**config.mk**
```make
export PLATFORM = sky130hd
export DESIGN_NAME = pal_bars_top
export DESIGN_NICKNAME = d
export VERILOG_FILES = /design/src/verilog/pal_bars_pkg.sv /design/src/verilog/raster_if.sv /design/src/verilog/pal_bars_top.sv /design/src/verilog/color_bars.sv /design/src/verilog/sync_decoder.sv /design/src/verilog/raster_counter.sv
export VERILOG_INCLUDE_DIRS = /design/src /design/src/verilog
export SDC_FILE = /design/constraint.sdc
export NUM_CORES = 1
export LEC_CHECK = 0
export ABC_AREA = 1
export BUFFER_PORTS_ARGS = -buffer_cell sky130_fd_sc_hd__buf_4
export CAP_MARGIN = 10
export CORE_ASPECT_RATIO = 0.7
export CORE_MARGIN = 2
export CORE_UTILIZATION = 40
export DETAILED_ROUTE_END_ITERATION = 6
export PLACE_DENSITY_LB_ADDON = 0.3
export SETUP_SLACK_MARGIN = 0.4
export SLEW_MARGIN = 20
export SYNTH_ARGS = -nofsm -noshare
export SYNTH_HDL_FRONTEND = slang
export SYNTH_SLANG_ARGS = --single-unit
export TNS_END_PERCENT = 1
```
**constraint.sdc**
```tcl
create_clock -name clk -period 1.9 [get_ports clk]
set_input_delay 0.285 -clock clk [delete_from_list [all_inputs] [get_ports clk]]
set_output_delay 0.285 -clock clk [all_outputs]
set_load 0.02 [all_outputs]
```
**src/verilog/pal_bars_settings.svh**
```systemverilog
`ifndef PAL_BARS_SETTINGS_SVH
`define PAL_BARS_SETTINGS_SVH

// horizontal raster.
// one line is 64 us of 100 ns pixel clocks in this scaled model.
`define PB_H_TOTAL 640

// start of the second half-line, used by the vertical interval pulses.
`define PB_H_HALF 320

// vertical raster.
// interlaced frames carry two fields of 312.5 lines each.
`define PB_V_TOTAL_INT 625

// progressive frames repeat a single field without the half-line offset.
`define PB_V_TOTAL_PROG 312

// sync pulse widths in pixel clocks.
`define PB_SYNC_BROAD 300
`define PB_SYNC_EQ 20
`define PB_SYNC_LINE 40

// active video and bar geometry.
// eight bars of 65 pixels fill 120 to 639 exactly.
`define PB_ACTIVE_START 120
`define PB_BAR_WIDTH 65

`endif
```
**src/verilog/pal_bars_pkg.sv**
```systemverilog
package pal_bars_pkg;

   // one pixel, 3 bits per channel.
   typedef struct packed {
      logic [2:0] r;
      logic [2:0] g;
      logic [2:0] b;
   } rgb_t;

   // sync pattern of a line, named as first half then second half.
   // a broad half is low for most of the half-line, an equalising half
   // only for a short pulse at its start.
   typedef enum logic [2:0] {
      normal      = 3'd0,
      broad_broad = 3'd1,
      broad_eq    = 3'd2,
      eq_broad    = 3'd3,
      eq_eq       = 3'd4
   } line_kind_t;

endpackage

```
**src/verilog/raster_if.sv**
```systemverilog
`timescale 1ns/1ps

interface raster_if;

   // beam position.
   logic [9:0] hc;
   logic [9:0] vc;

   // scan mode of the frame in progress, 1 for progressive.
   logic       progressive;

   // high over the painted part of a normal line.
   logic       video_en;

   modport counter (
      output hc,
      output vc,
      output progressive
   );

   modport decoder (
      input  hc,
      input  vc,
      input  progressive,
      output video_en
   );

   modport painter (
      input  hc,
      input  video_en
   );

endinterface

```
**src/verilog/pal_bars_top.sv**
```systemverilog
`timescale 1ns/1ps

module pal_bars_top
   import pal_bars_pkg::*;
(
   input  logic       clk,
   input  logic       rst_n,
   input  logic       mode,
   output logic [2:0] r,
   output logic [2:0] g,
   output logic [2:0] b,
   output logic       csync
);

   rgb_t pixel;

   raster_if rif ();

   // beam position and latched scan mode.
   raster_counter i_counter (
      .clk   (clk),
      .rst_n (rst_n),
      .mode  (mode),
      .rif   (rif.counter)
   );

   // composite sync and video enable.
   sync_decoder i_sync (
      .clk   (clk),
      .rst_n (rst_n),
      .rif   (rif.decoder),
      .csync (csync)
   );

   // colour bar painter.
   color_bars i_bars (
      .clk   (clk),
      .rst_n (rst_n),
      .rif   (rif.painter),
      .pixel (pixel)
   );

   assign r = pixel.r;
   assign g = pixel.g;
   assign b = pixel.b;

endmodule

```
**src/verilog/color_bars.sv**
```systemverilog
`timescale 1ns/1ps
`include "pal_bars_settings.svh"

module color_bars
   import pal_bars_pkg::*;
(
   input  logic      clk,
   input  logic      rst_n,
   raster_if.painter rif,
   output rgb_t      pixel
);

   localparam logic [9:0] active_start = 10'(`PB_ACTIVE_START);
   localparam int         num_bars     = 8;

   logic [9:0] offset;
   logic [2:0] bar_idx;

   // white, yellow, cyan, green, magenta, red, blue, black.
   // each bit switches a whole channel on.
   function automatic rgb_t bar_color(input logic [2:0] idx);
      logic [2:0] rgb_bits;
      rgb_t       c;
      case (idx)
         3'd0:    rgb_bits = 3'b111;
         3'd1:    rgb_bits = 3'b110;
         3'd2:    rgb_bits = 3'b011;
         3'd3:    rgb_bits = 3'b010;
         3'd4:    rgb_bits = 3'b101;
         3'd5:    rgb_bits = 3'b100;
         3'd6:    rgb_bits = 3'b001;
         default: rgb_bits = 3'b000;
      endcase
      c.r = {3{rgb_bits[2]}};
      c.g = {3{rgb_bits[1]}};
      c.b = {3{rgb_bits[0]}};
      return c;
   endfunction

   // pixel offset into the active part of the line.
   assign offset = rif.hc - active_start;

   // bar index by comparison against each bar boundary.
   always_comb begin
      bar_idx = 3'd0;
      for (int k = 1; k < num_bars; k++) begin
         if (offset >= 10'(k * `PB_BAR_WIDTH)) begin
            bar_idx = 3'(k);
         end
      end
   end

   always_ff @(posedge clk) begin
      if (!rst_n) begin
         pixel <= '0;
      end
      else if (rif.video_en) begin
         pixel <= bar_color(bar_idx);
      end
      else begin
         // blanking is black.
         pixel <= '0;
      end
   end

endmodule

```
**src/verilog/sync_decoder.sv**
```systemverilog
`timescale 1ns/1ps
`include "pal_bars_settings.svh"

module sync_decoder
   import pal_bars_pkg::*;
(
   input  logic      clk,
   input  logic      rst_n,
   raster_if.decoder rif,
   output logic      csync
);

   localparam logic [9:0] h_half       = 10'(`PB_H_HALF);
   localparam logic [9:0] sync_broad   = 10'(`PB_SYNC_BROAD);
   localparam logic [9:0] sync_eq      = 10'(`PB_SYNC_EQ);
   localparam logic [9:0] sync_line    = 10'(`PB_SYNC_LINE);
   localparam logic [9:0] active_start = 10'(`PB_ACTIVE_START);

   line_kind_t kind;
   logic       second_half;
   logic [9:0] half_pos;
   logic       csync_next;

   // pulse of one half-line, measured from the start of that half.
   function automatic logic half_low(input logic broad, input logic [9:0] pos);
      logic low;
      if (broad) begin
         low = (pos < sync_broad);
      end
      else begin
         low = (pos < sync_eq);
      end
      return low;
   endfunction

   // line classification.
   // lines 0 to 4 and 310 to 316 frame the two field boundaries,
   // 622 to 624 lead into the frame wrap.
   always_comb begin
      case (rif.vc)
         10'd0, 10'd1, 10'd313, 10'd314: begin
            kind = broad_broad;
         end
         10'd2: begin
            kind = broad_eq;
         end
         10'd312: begin
            kind = eq_broad;
         end
         10'd3, 10'd4, 10'd310, 10'd311, 10'd315, 10'd316,
         10'd622, 10'd623, 10'd624: begin
            kind = eq_eq;
         end
         10'd309: begin
            // progressive field needs one extra equalising line.
            kind = rif.progressive ? eq_eq : normal;
         end
         default: begin
            kind = normal;
         end
      endcase
   end

   // position within the current half-line.
   assign second_half = (rif.hc >= h_half);
   assign half_pos    = second_half ? (rif.hc - h_half) : rif.hc;

   always_comb begin
      case (kind)
         normal: begin
            csync_next = !(rif.hc < sync_line);
         end
         broad_broad: begin
            csync_next = !half_low(1'b1, half_pos);
         end
         broad_eq: begin
            csync_next = !half_low(!second_half, half_pos);
         end
         eq_broad: begin
            csync_next = !half_low(second_half, half_pos);
         end
         default: begin
            csync_next = !half_low(1'b0, half_pos);
         end
      endcase
   end

   // picture only on normal lines, after the back porch.
   assign rif.video_en = (kind == normal) && (rif.hc >= active_start);

   // registered so the output carries no decode glitches.
   always_ff @(posedge clk) begin
      if (!rst_n) begin
         csync <= 1'b1;
      end
      else begin
         csync <= csync_next;
      end
   end

endmodule

```
**src/verilog/raster_counter.sv**
```systemverilog
`timescale 1ns/1ps
`include "pal_bars_settings.svh"

module raster_counter (
   input logic       clk,
   input logic       rst_n,
   input logic       mode,
   raster_if.counter rif
);

   localparam logic [9:0] h_last    = 10'(`PB_H_TOTAL - 1);
   localparam logic [9:0] v_last_in = 10'(`PB_V_TOTAL_INT - 1);
   localparam logic [9:0] v_last_pr = 10'(`PB_V_TOTAL_PROG - 1);

   logic       line_end;
   logic       frame_end;
   logic [9:0] v_last;

   // last line depends on the mode latched for this frame.
   assign v_last    = rif.progressive ? v_last_pr : v_last_in;
   assign line_end  = (rif.hc == h_last);
   assign frame_end = line_end && (rif.vc == v_last);

   // pixel counter.
   always_ff @(posedge clk) begin
      if (!rst_n) begin
         rif.hc <= '0;
      end
      else if (line_end) begin
         rif.hc <= '0;
      end
      else begin
         rif.hc <= rif.hc + 10'd1;
      end
   end

   // line counter, steps once per line.
   always_ff @(posedge clk) begin
      if (!rst_n) begin
         rif.vc <= '0;
      end
      else if (frame_end) begin
         rif.vc <= '0;
      end
      else if (line_end) begin
         rif.vc <= rif.vc + 10'd1;
      end
   end

   // mode is only taken at the frame wrap so a field is never cut short.
   always_ff @(posedge clk) begin
      if (!rst_n) begin
         rif.progressive <= 1'b0;
      end
      else if (frame_end) begin
         rif.progressive <= mode;
      end
   end

endmodule

```
== Word-level counts from Yosys, hierarchy flattened ==
Index checks and enable logic that the tools add are counted.
Word-level totals
  bits of input ports: 3
  flip-flop bits (word level): 25
  output and inout port bits: 10
Operators by class
  $add $sub $neg: 4
  $lt $le $gt $ge: 12
  bitwise operators: 1
  equal/unequal tests: 26
  mux-type cells: 19
  reductions and logical operators: 16
Operators with widths (count)
  10-bit by 9-bit == test with 1-bit output (second input constant): 8
  10-bit by 9-bit greater-or-equal comparator with 1-bit output (second input constant): 5
  10-bit == test (second input constant): 4
  3-bit case mux with 7 select lines: 1
  10-bit by 1-bit adder with 10-bit output (second input constant): 2
  10-bit by 2-bit == test with 1-bit output (second input constant): 2
  10-bit by 7-bit greater-or-equal comparator with 1-bit output (second input constant): 2
  10-bit by 8-bit greater-or-equal comparator with 1-bit output (second input constant): 2
  10-bit 2-to-1 mux: 2
  3-bit 2-to-1 mux: 5
  3-bit case mux with 5 select lines: 1
  3-bit by 2-bit == test with 1-bit output (second input constant): 4
  10-bit by 1-bit == test with 1-bit output (second input constant): 1
  10-bit == test: 1
  10-bit by 3-bit == test with 1-bit output (second input constant): 1
  10-bit zero test: 1
  10-bit by 5-bit < comparator with 1-bit output (second input constant): 1
  10-bit by 6-bit < comparator with 1-bit output (second input constant): 1
  10-bit by 9-bit < comparator with 1-bit output (second input constant): 1
  10-bit by 7-bit subtractor with 10-bit output (second input constant): 1
  10-bit by 9-bit subtractor with 10-bit output (second input constant): 1
  3-bit == test (second input constant): 3
  9-bit OR reduction: 1
  4-bit OR reduction: 2
  other kinds (10): 25

== Depth between registers and ports, before layout ==
  depth in word-level cells: 11
  mapped depth: 17
  depth with buffers taken out: 16

== By module ==
Synthesis repeated with hierarchy kept, for this count alone.
Unflattened totals
  cells, all modules: 368
  area total of the unflattened synthesis: 2179.6 um^2
By module, submodules not included
  raster_counter: instances 1, sequential area each 420.4 um^2, area each 1137.3 um^2, cells an instance 174
  sync_decoder: instances 1, sequential area each 20.0 um^2, area each 548.0 um^2, cells an instance 110
  color_bars: instances 1, sequential area each 60.1 um^2, area each 494.2 um^2, cells an instance 84

== Worst setup path before layout ==
Ideal clock, no wire load.
  path type: flip-flop to flip-flop
  from: register i_counter.rif.hc[3]
  to: register i_bars.pixel[0] (netlist name)
  data arrival time: 1582 ps
  setup time: 119 ps
  slack: 199 ps
  path buffers: 0
  data required time: 1781 ps
  stages on the path, launching flop included: 13
  cell sequence: dfxtp_1 > ha_1 > nand3_2 > nand2_1 > nand2_2 > nor2_1 > nand3_1 > nand3_1 > nand2_1 > nand2_1 > nand2_1 > nand2_1 > a21oi_1
Between the ends
  longest elaborated chain between the ends: 11
Ends and longest elaborated chain
  start, declared: RTL line raster_if.sv:16  | output hc,
  start signal, assigned: RTL line raster_counter.sv:33  | rif.hc <= rif.hc + 10'd1;
  10-bit by 7-bit subtractor with 10-bit output: RTL line color_bars.sv:41  | assign offset = rif.hc - active_start;
  10-bit by 7-bit greater-or-equal comparator with 1-bit output: RTL line color_bars.sv:47  | if (offset >= 10'(k * `PB_BAR_WIDTH)) begin
  1-bit 2-to-1 mux: RTL line color_bars.sv:47
  2-bit 2-to-1 mux (2 in series): RTL line color_bars.sv:47
  3-bit 2-to-1 mux (4 in series): RTL line color_bars.sv:47
  3-bit == test, or another cell as far along: RTL line color_bars.sv:24  | case (idx)
  3-bit case mux with 7 select lines: RTL line color_bars.sv:24
Parallel ways exist; a longest one is shown, timed or not.
A chain may end at the register's enable or synchronous reset.

== Worst setup path in the final report ==
  from: register i_counter.rif.hc[3]
  to: register i_bars.pixel[6] (netlist name)
Between the ends
  longest elaborated chain between the ends: 11
Ends and longest elaborated chain (RTL line)
  10-bit by 7-bit subtractor with 10-bit output: color_bars.sv:41
  10-bit by 7-bit greater-or-equal comparator with 1-bit output: color_bars.sv:47
  1-bit 2-to-1 mux: color_bars.sv:47
  2-bit 2-to-1 mux (2 in series): color_bars.sv:47
  3-bit 2-to-1 mux (4 in series): color_bars.sv:47
  3-bit == test, or another cell as far along: color_bars.sv:24
  3-bit case mux with 7 select lines: color_bars.sv:24
Parallel ways exist; a longest one is shown, timed or not.

==> results.ini <==
[final_layout]
nets=387
syn2layout_area_growth_pct=25.2
fin_util_pct=51.5
diodes=0
layout-drive-gt1-share_pct=31.6
fin_area_mm2=0.00268
stdcell_count=442

[clock_network]
clk_pin_slew_ns=0.10
clk_latency_ns=0.28
cts_root_buf=clkbuf_8
clockBufferDepth=2
cts_hold_buf=0
tritoncts=done
cts_buffers=3
cts_num_sinks=25
htreeDepth=1

[routing]
drt-pass1-iter-count=5
drtIter0Drc=235
viasPerCell=5.20
ant_nets=0
vias=2297
drcViolationCount=0
drt-wirelength-per-cell_um=13.3
wirelength_mm=5.88

[synth]
async_flop_share_pct=0
ys_seq_area_share_pct=23.4
syn-cell-area_mm2=0.00214
syn_inst=338
synth_seq_cells=25
synth_top_cell_by_area=dfxtp_1
yosys_warnings=0
yosysMostFrequentCell=nand2_1
synth_area_leaders=dfxtp_1, nand2_1, ha_1, nand3_1, nor2_1
synth_top_area_share_pct=23.4
synth_cell_types=35
yosys_most_used_dff=dfxtp_1
synth.net_count=354
synth_edf_count=0
syn_avg_cell_area_um2=6.33
synthTopCellsByCount=nand2_1, nor2_1, inv_1, nand3_1, dfxtp_1

[run_status]
outcome=finished, final reports clean

[power]
p_int_mw=0.713
p_leak_nw=1.18
p_seq_share_pct=55.1
p_clk_share_pct=36.4
power.switching_mw=0.255
p_comb_share_pct=8.5
ir_drop_mv=0.186
sw_frac_of_total_pct=26.4
power_density_mw_per_mm2=361

[worst_setup_path]
arrival_ns=1.97
start_kind=flip-flop
path_class=reg -> reg
critPathCaptureType=flip-flop
crit_chain=inv_2, ha_1, inv_1, nand2_4, nor2_4, inv_2, nor3_2, nor3_1, nor2_1, nand2_1, nor2_1
max_stage_delay_ns=0.39
required_ns=2.13
crit_fanout=5
slowest_stage=dfxtp_4

[placed_design]
dp_hpwl_mm=4.43
io_buffers=12
place_congestion=1.01
place_area_mm2=0.00241
placed_cells=422

[global_route]
grt_max_degree=17
grt_pass1_vias=1945
gr-total-overflow=0
grtUsageTotal_pct=19.6
grt_pass1_wl_mm=9.38
antenna_found_initial=0

[floorplan]
dieArea_mm2=0.00596
initial_core_util_pct=41.1
row_count=22
die_h_um=65.2
die_x_um=91.4
io_pins=13
coreArea_mm2=0.00520

[timing]
rsz0062_at_grt=yes
finalSetupViolCount=0
tns_ns=0
finalCritPeriodShare_pct=91.8
tightest_slew_ns=0.368
skew_ns=0.00484
hold_violations=0
drv_slew=0
max-slew-margin-rel_pct=75.2
layout_min_cycle_time_ns=1.74
fmax_mhz=573

[worst_hold_path]
hold_path.class=in -> reg

[run]
cap_viol_max_count=0

cell families (layout without fill, tap and decap cells):
| kind of cell | count (synthesis) | after routing | share of synthesized area [%] |
|---|---|---|---|
| and+or+nand+nor | 199 | 199 | 44.2 |
| buffers and inverters | 53 | 85 | 11.1 |
| AOI/OAI and AO/OA | 42 | 42 | 11.2 |
| DFF | 25 | 25 | 23.4 |
| adders and majority gates | 13 | 13 | 7.60 |
| xor gates and xnor gates | 6 | 6 | 2.45 |
metal layers:
layer / share of wire (%) / GRT usage (%) / wire length, um
met5: 0 / 0 / 0
met2: 38 / 25.9 / 2240
met1: 52 / 31.7 / 3080
met3: 8.5 / 3.67 / 502
met4: 0.82 / 3.98 / 48
what timing repair did:
| item | 4_1_cts | 5_1_grt |
|---|---|---|
| buffers inserted | 11 | 5 |
| endpoints found under the setup margin | 25 | 25 |
| pin swaps | 8 | 13 |
| resized for setup | 16 | 23 |
registers in the layout, summed over array words and instances (netlist names):
name                       flops
i_counter.rif.vc              10
i_sync.csync                   1
i_bars.pixel                   3
i_counter.rif.hc              10
i_counter.rif.progressive      1
per-stage QoR:
stage	worst slack (ns)	power [mW]	hold WS, ns
finish	0.155	0.968	0.303
detailed placement	0.0725	0.615	0.479
global route	0.0616	1.02	0.306
floorplan	0.337	0.592	0.427
CTS	0.205	0.984	0.297
global placement	0.0830	0.614	0.479
path summary, 6_finish.rpt:
kind / startpoint / endpoint / slack [ns] / cells past startpoint
max reg2reg: i_counter.rif.hc[3]$_SDFF_PP0_ / i_bars.pixel[6]$_SDFF_PN0_ / 0.16 / 11
max: i_counter.rif.hc[3]$_SDFF_PP0_ / i_bars.pixel[6]$_SDFF_PN0_ / 0.16 / 11
min: mode / i_counter.rif.progressive$_SDFFE_PN0P_ / 0.30 / 3
min reg2reg: i_counter.rif.hc[0]$_SDFF_PP0_ / i_counter.rif.hc[0]$_SDFF_PP0_ / 0.47 / 1
cell type report:
class                      count  area (um^2)
multi-input combinational    260         1540
timing repair buffer          38          289
sequential                    25          533
clock inverter                 1         8.76
inverter                      43          179
clock buffer                   3         41.3
tap                           72         90.1
fill                         487         2520
power groups by stage:
| stage | sequential (mW) | clock, mW | combinational [mW] |
|---|---|---|---|
| 2_1_floorplan | 0.549 | 0 | 0.0430 |
| 3_3_place_gp | 0.549 | 0 | 0.0646 |
| 3_5_place_dp | 0.550 | 0 | 0.0653 |
| 4_1_cts | 0.534 | 0.373 | 0.0769 |
| 5_1_grt | 0.534 | 0.389 | 0.0942 |
| 6_report | 0.533 | 0.352 | 0.0826 |
cell usage in the layout, fill, tap and decap left out, types with 11 or more instances in the layout:
| master | instances |
|---|---|
| nand2_1 | 80 |
| buf_4 | 37 |
| nor2_1 | 35 |
| nand3_1 | 29 |
| inv_1 | 24 |
| a21oi_1 | 16 |
| inv_2 | 14 |
| o21ai_0 | 13 |
| nor3_1 | 13 |
| dfxtp_1 | 13 |
| nand2_2 | 11 |
critical path: cells and delay by family, from the launching register on:
family | cells | cell delay [ns]
adders and majority gates | 1 | 0.29
buffers and inverters | 3 | 0.26
DFF | 1 | 0.39
and+or+nand+nor | 7 | 0.74
No activity file was read; power rests on OpenSTA's default activity.
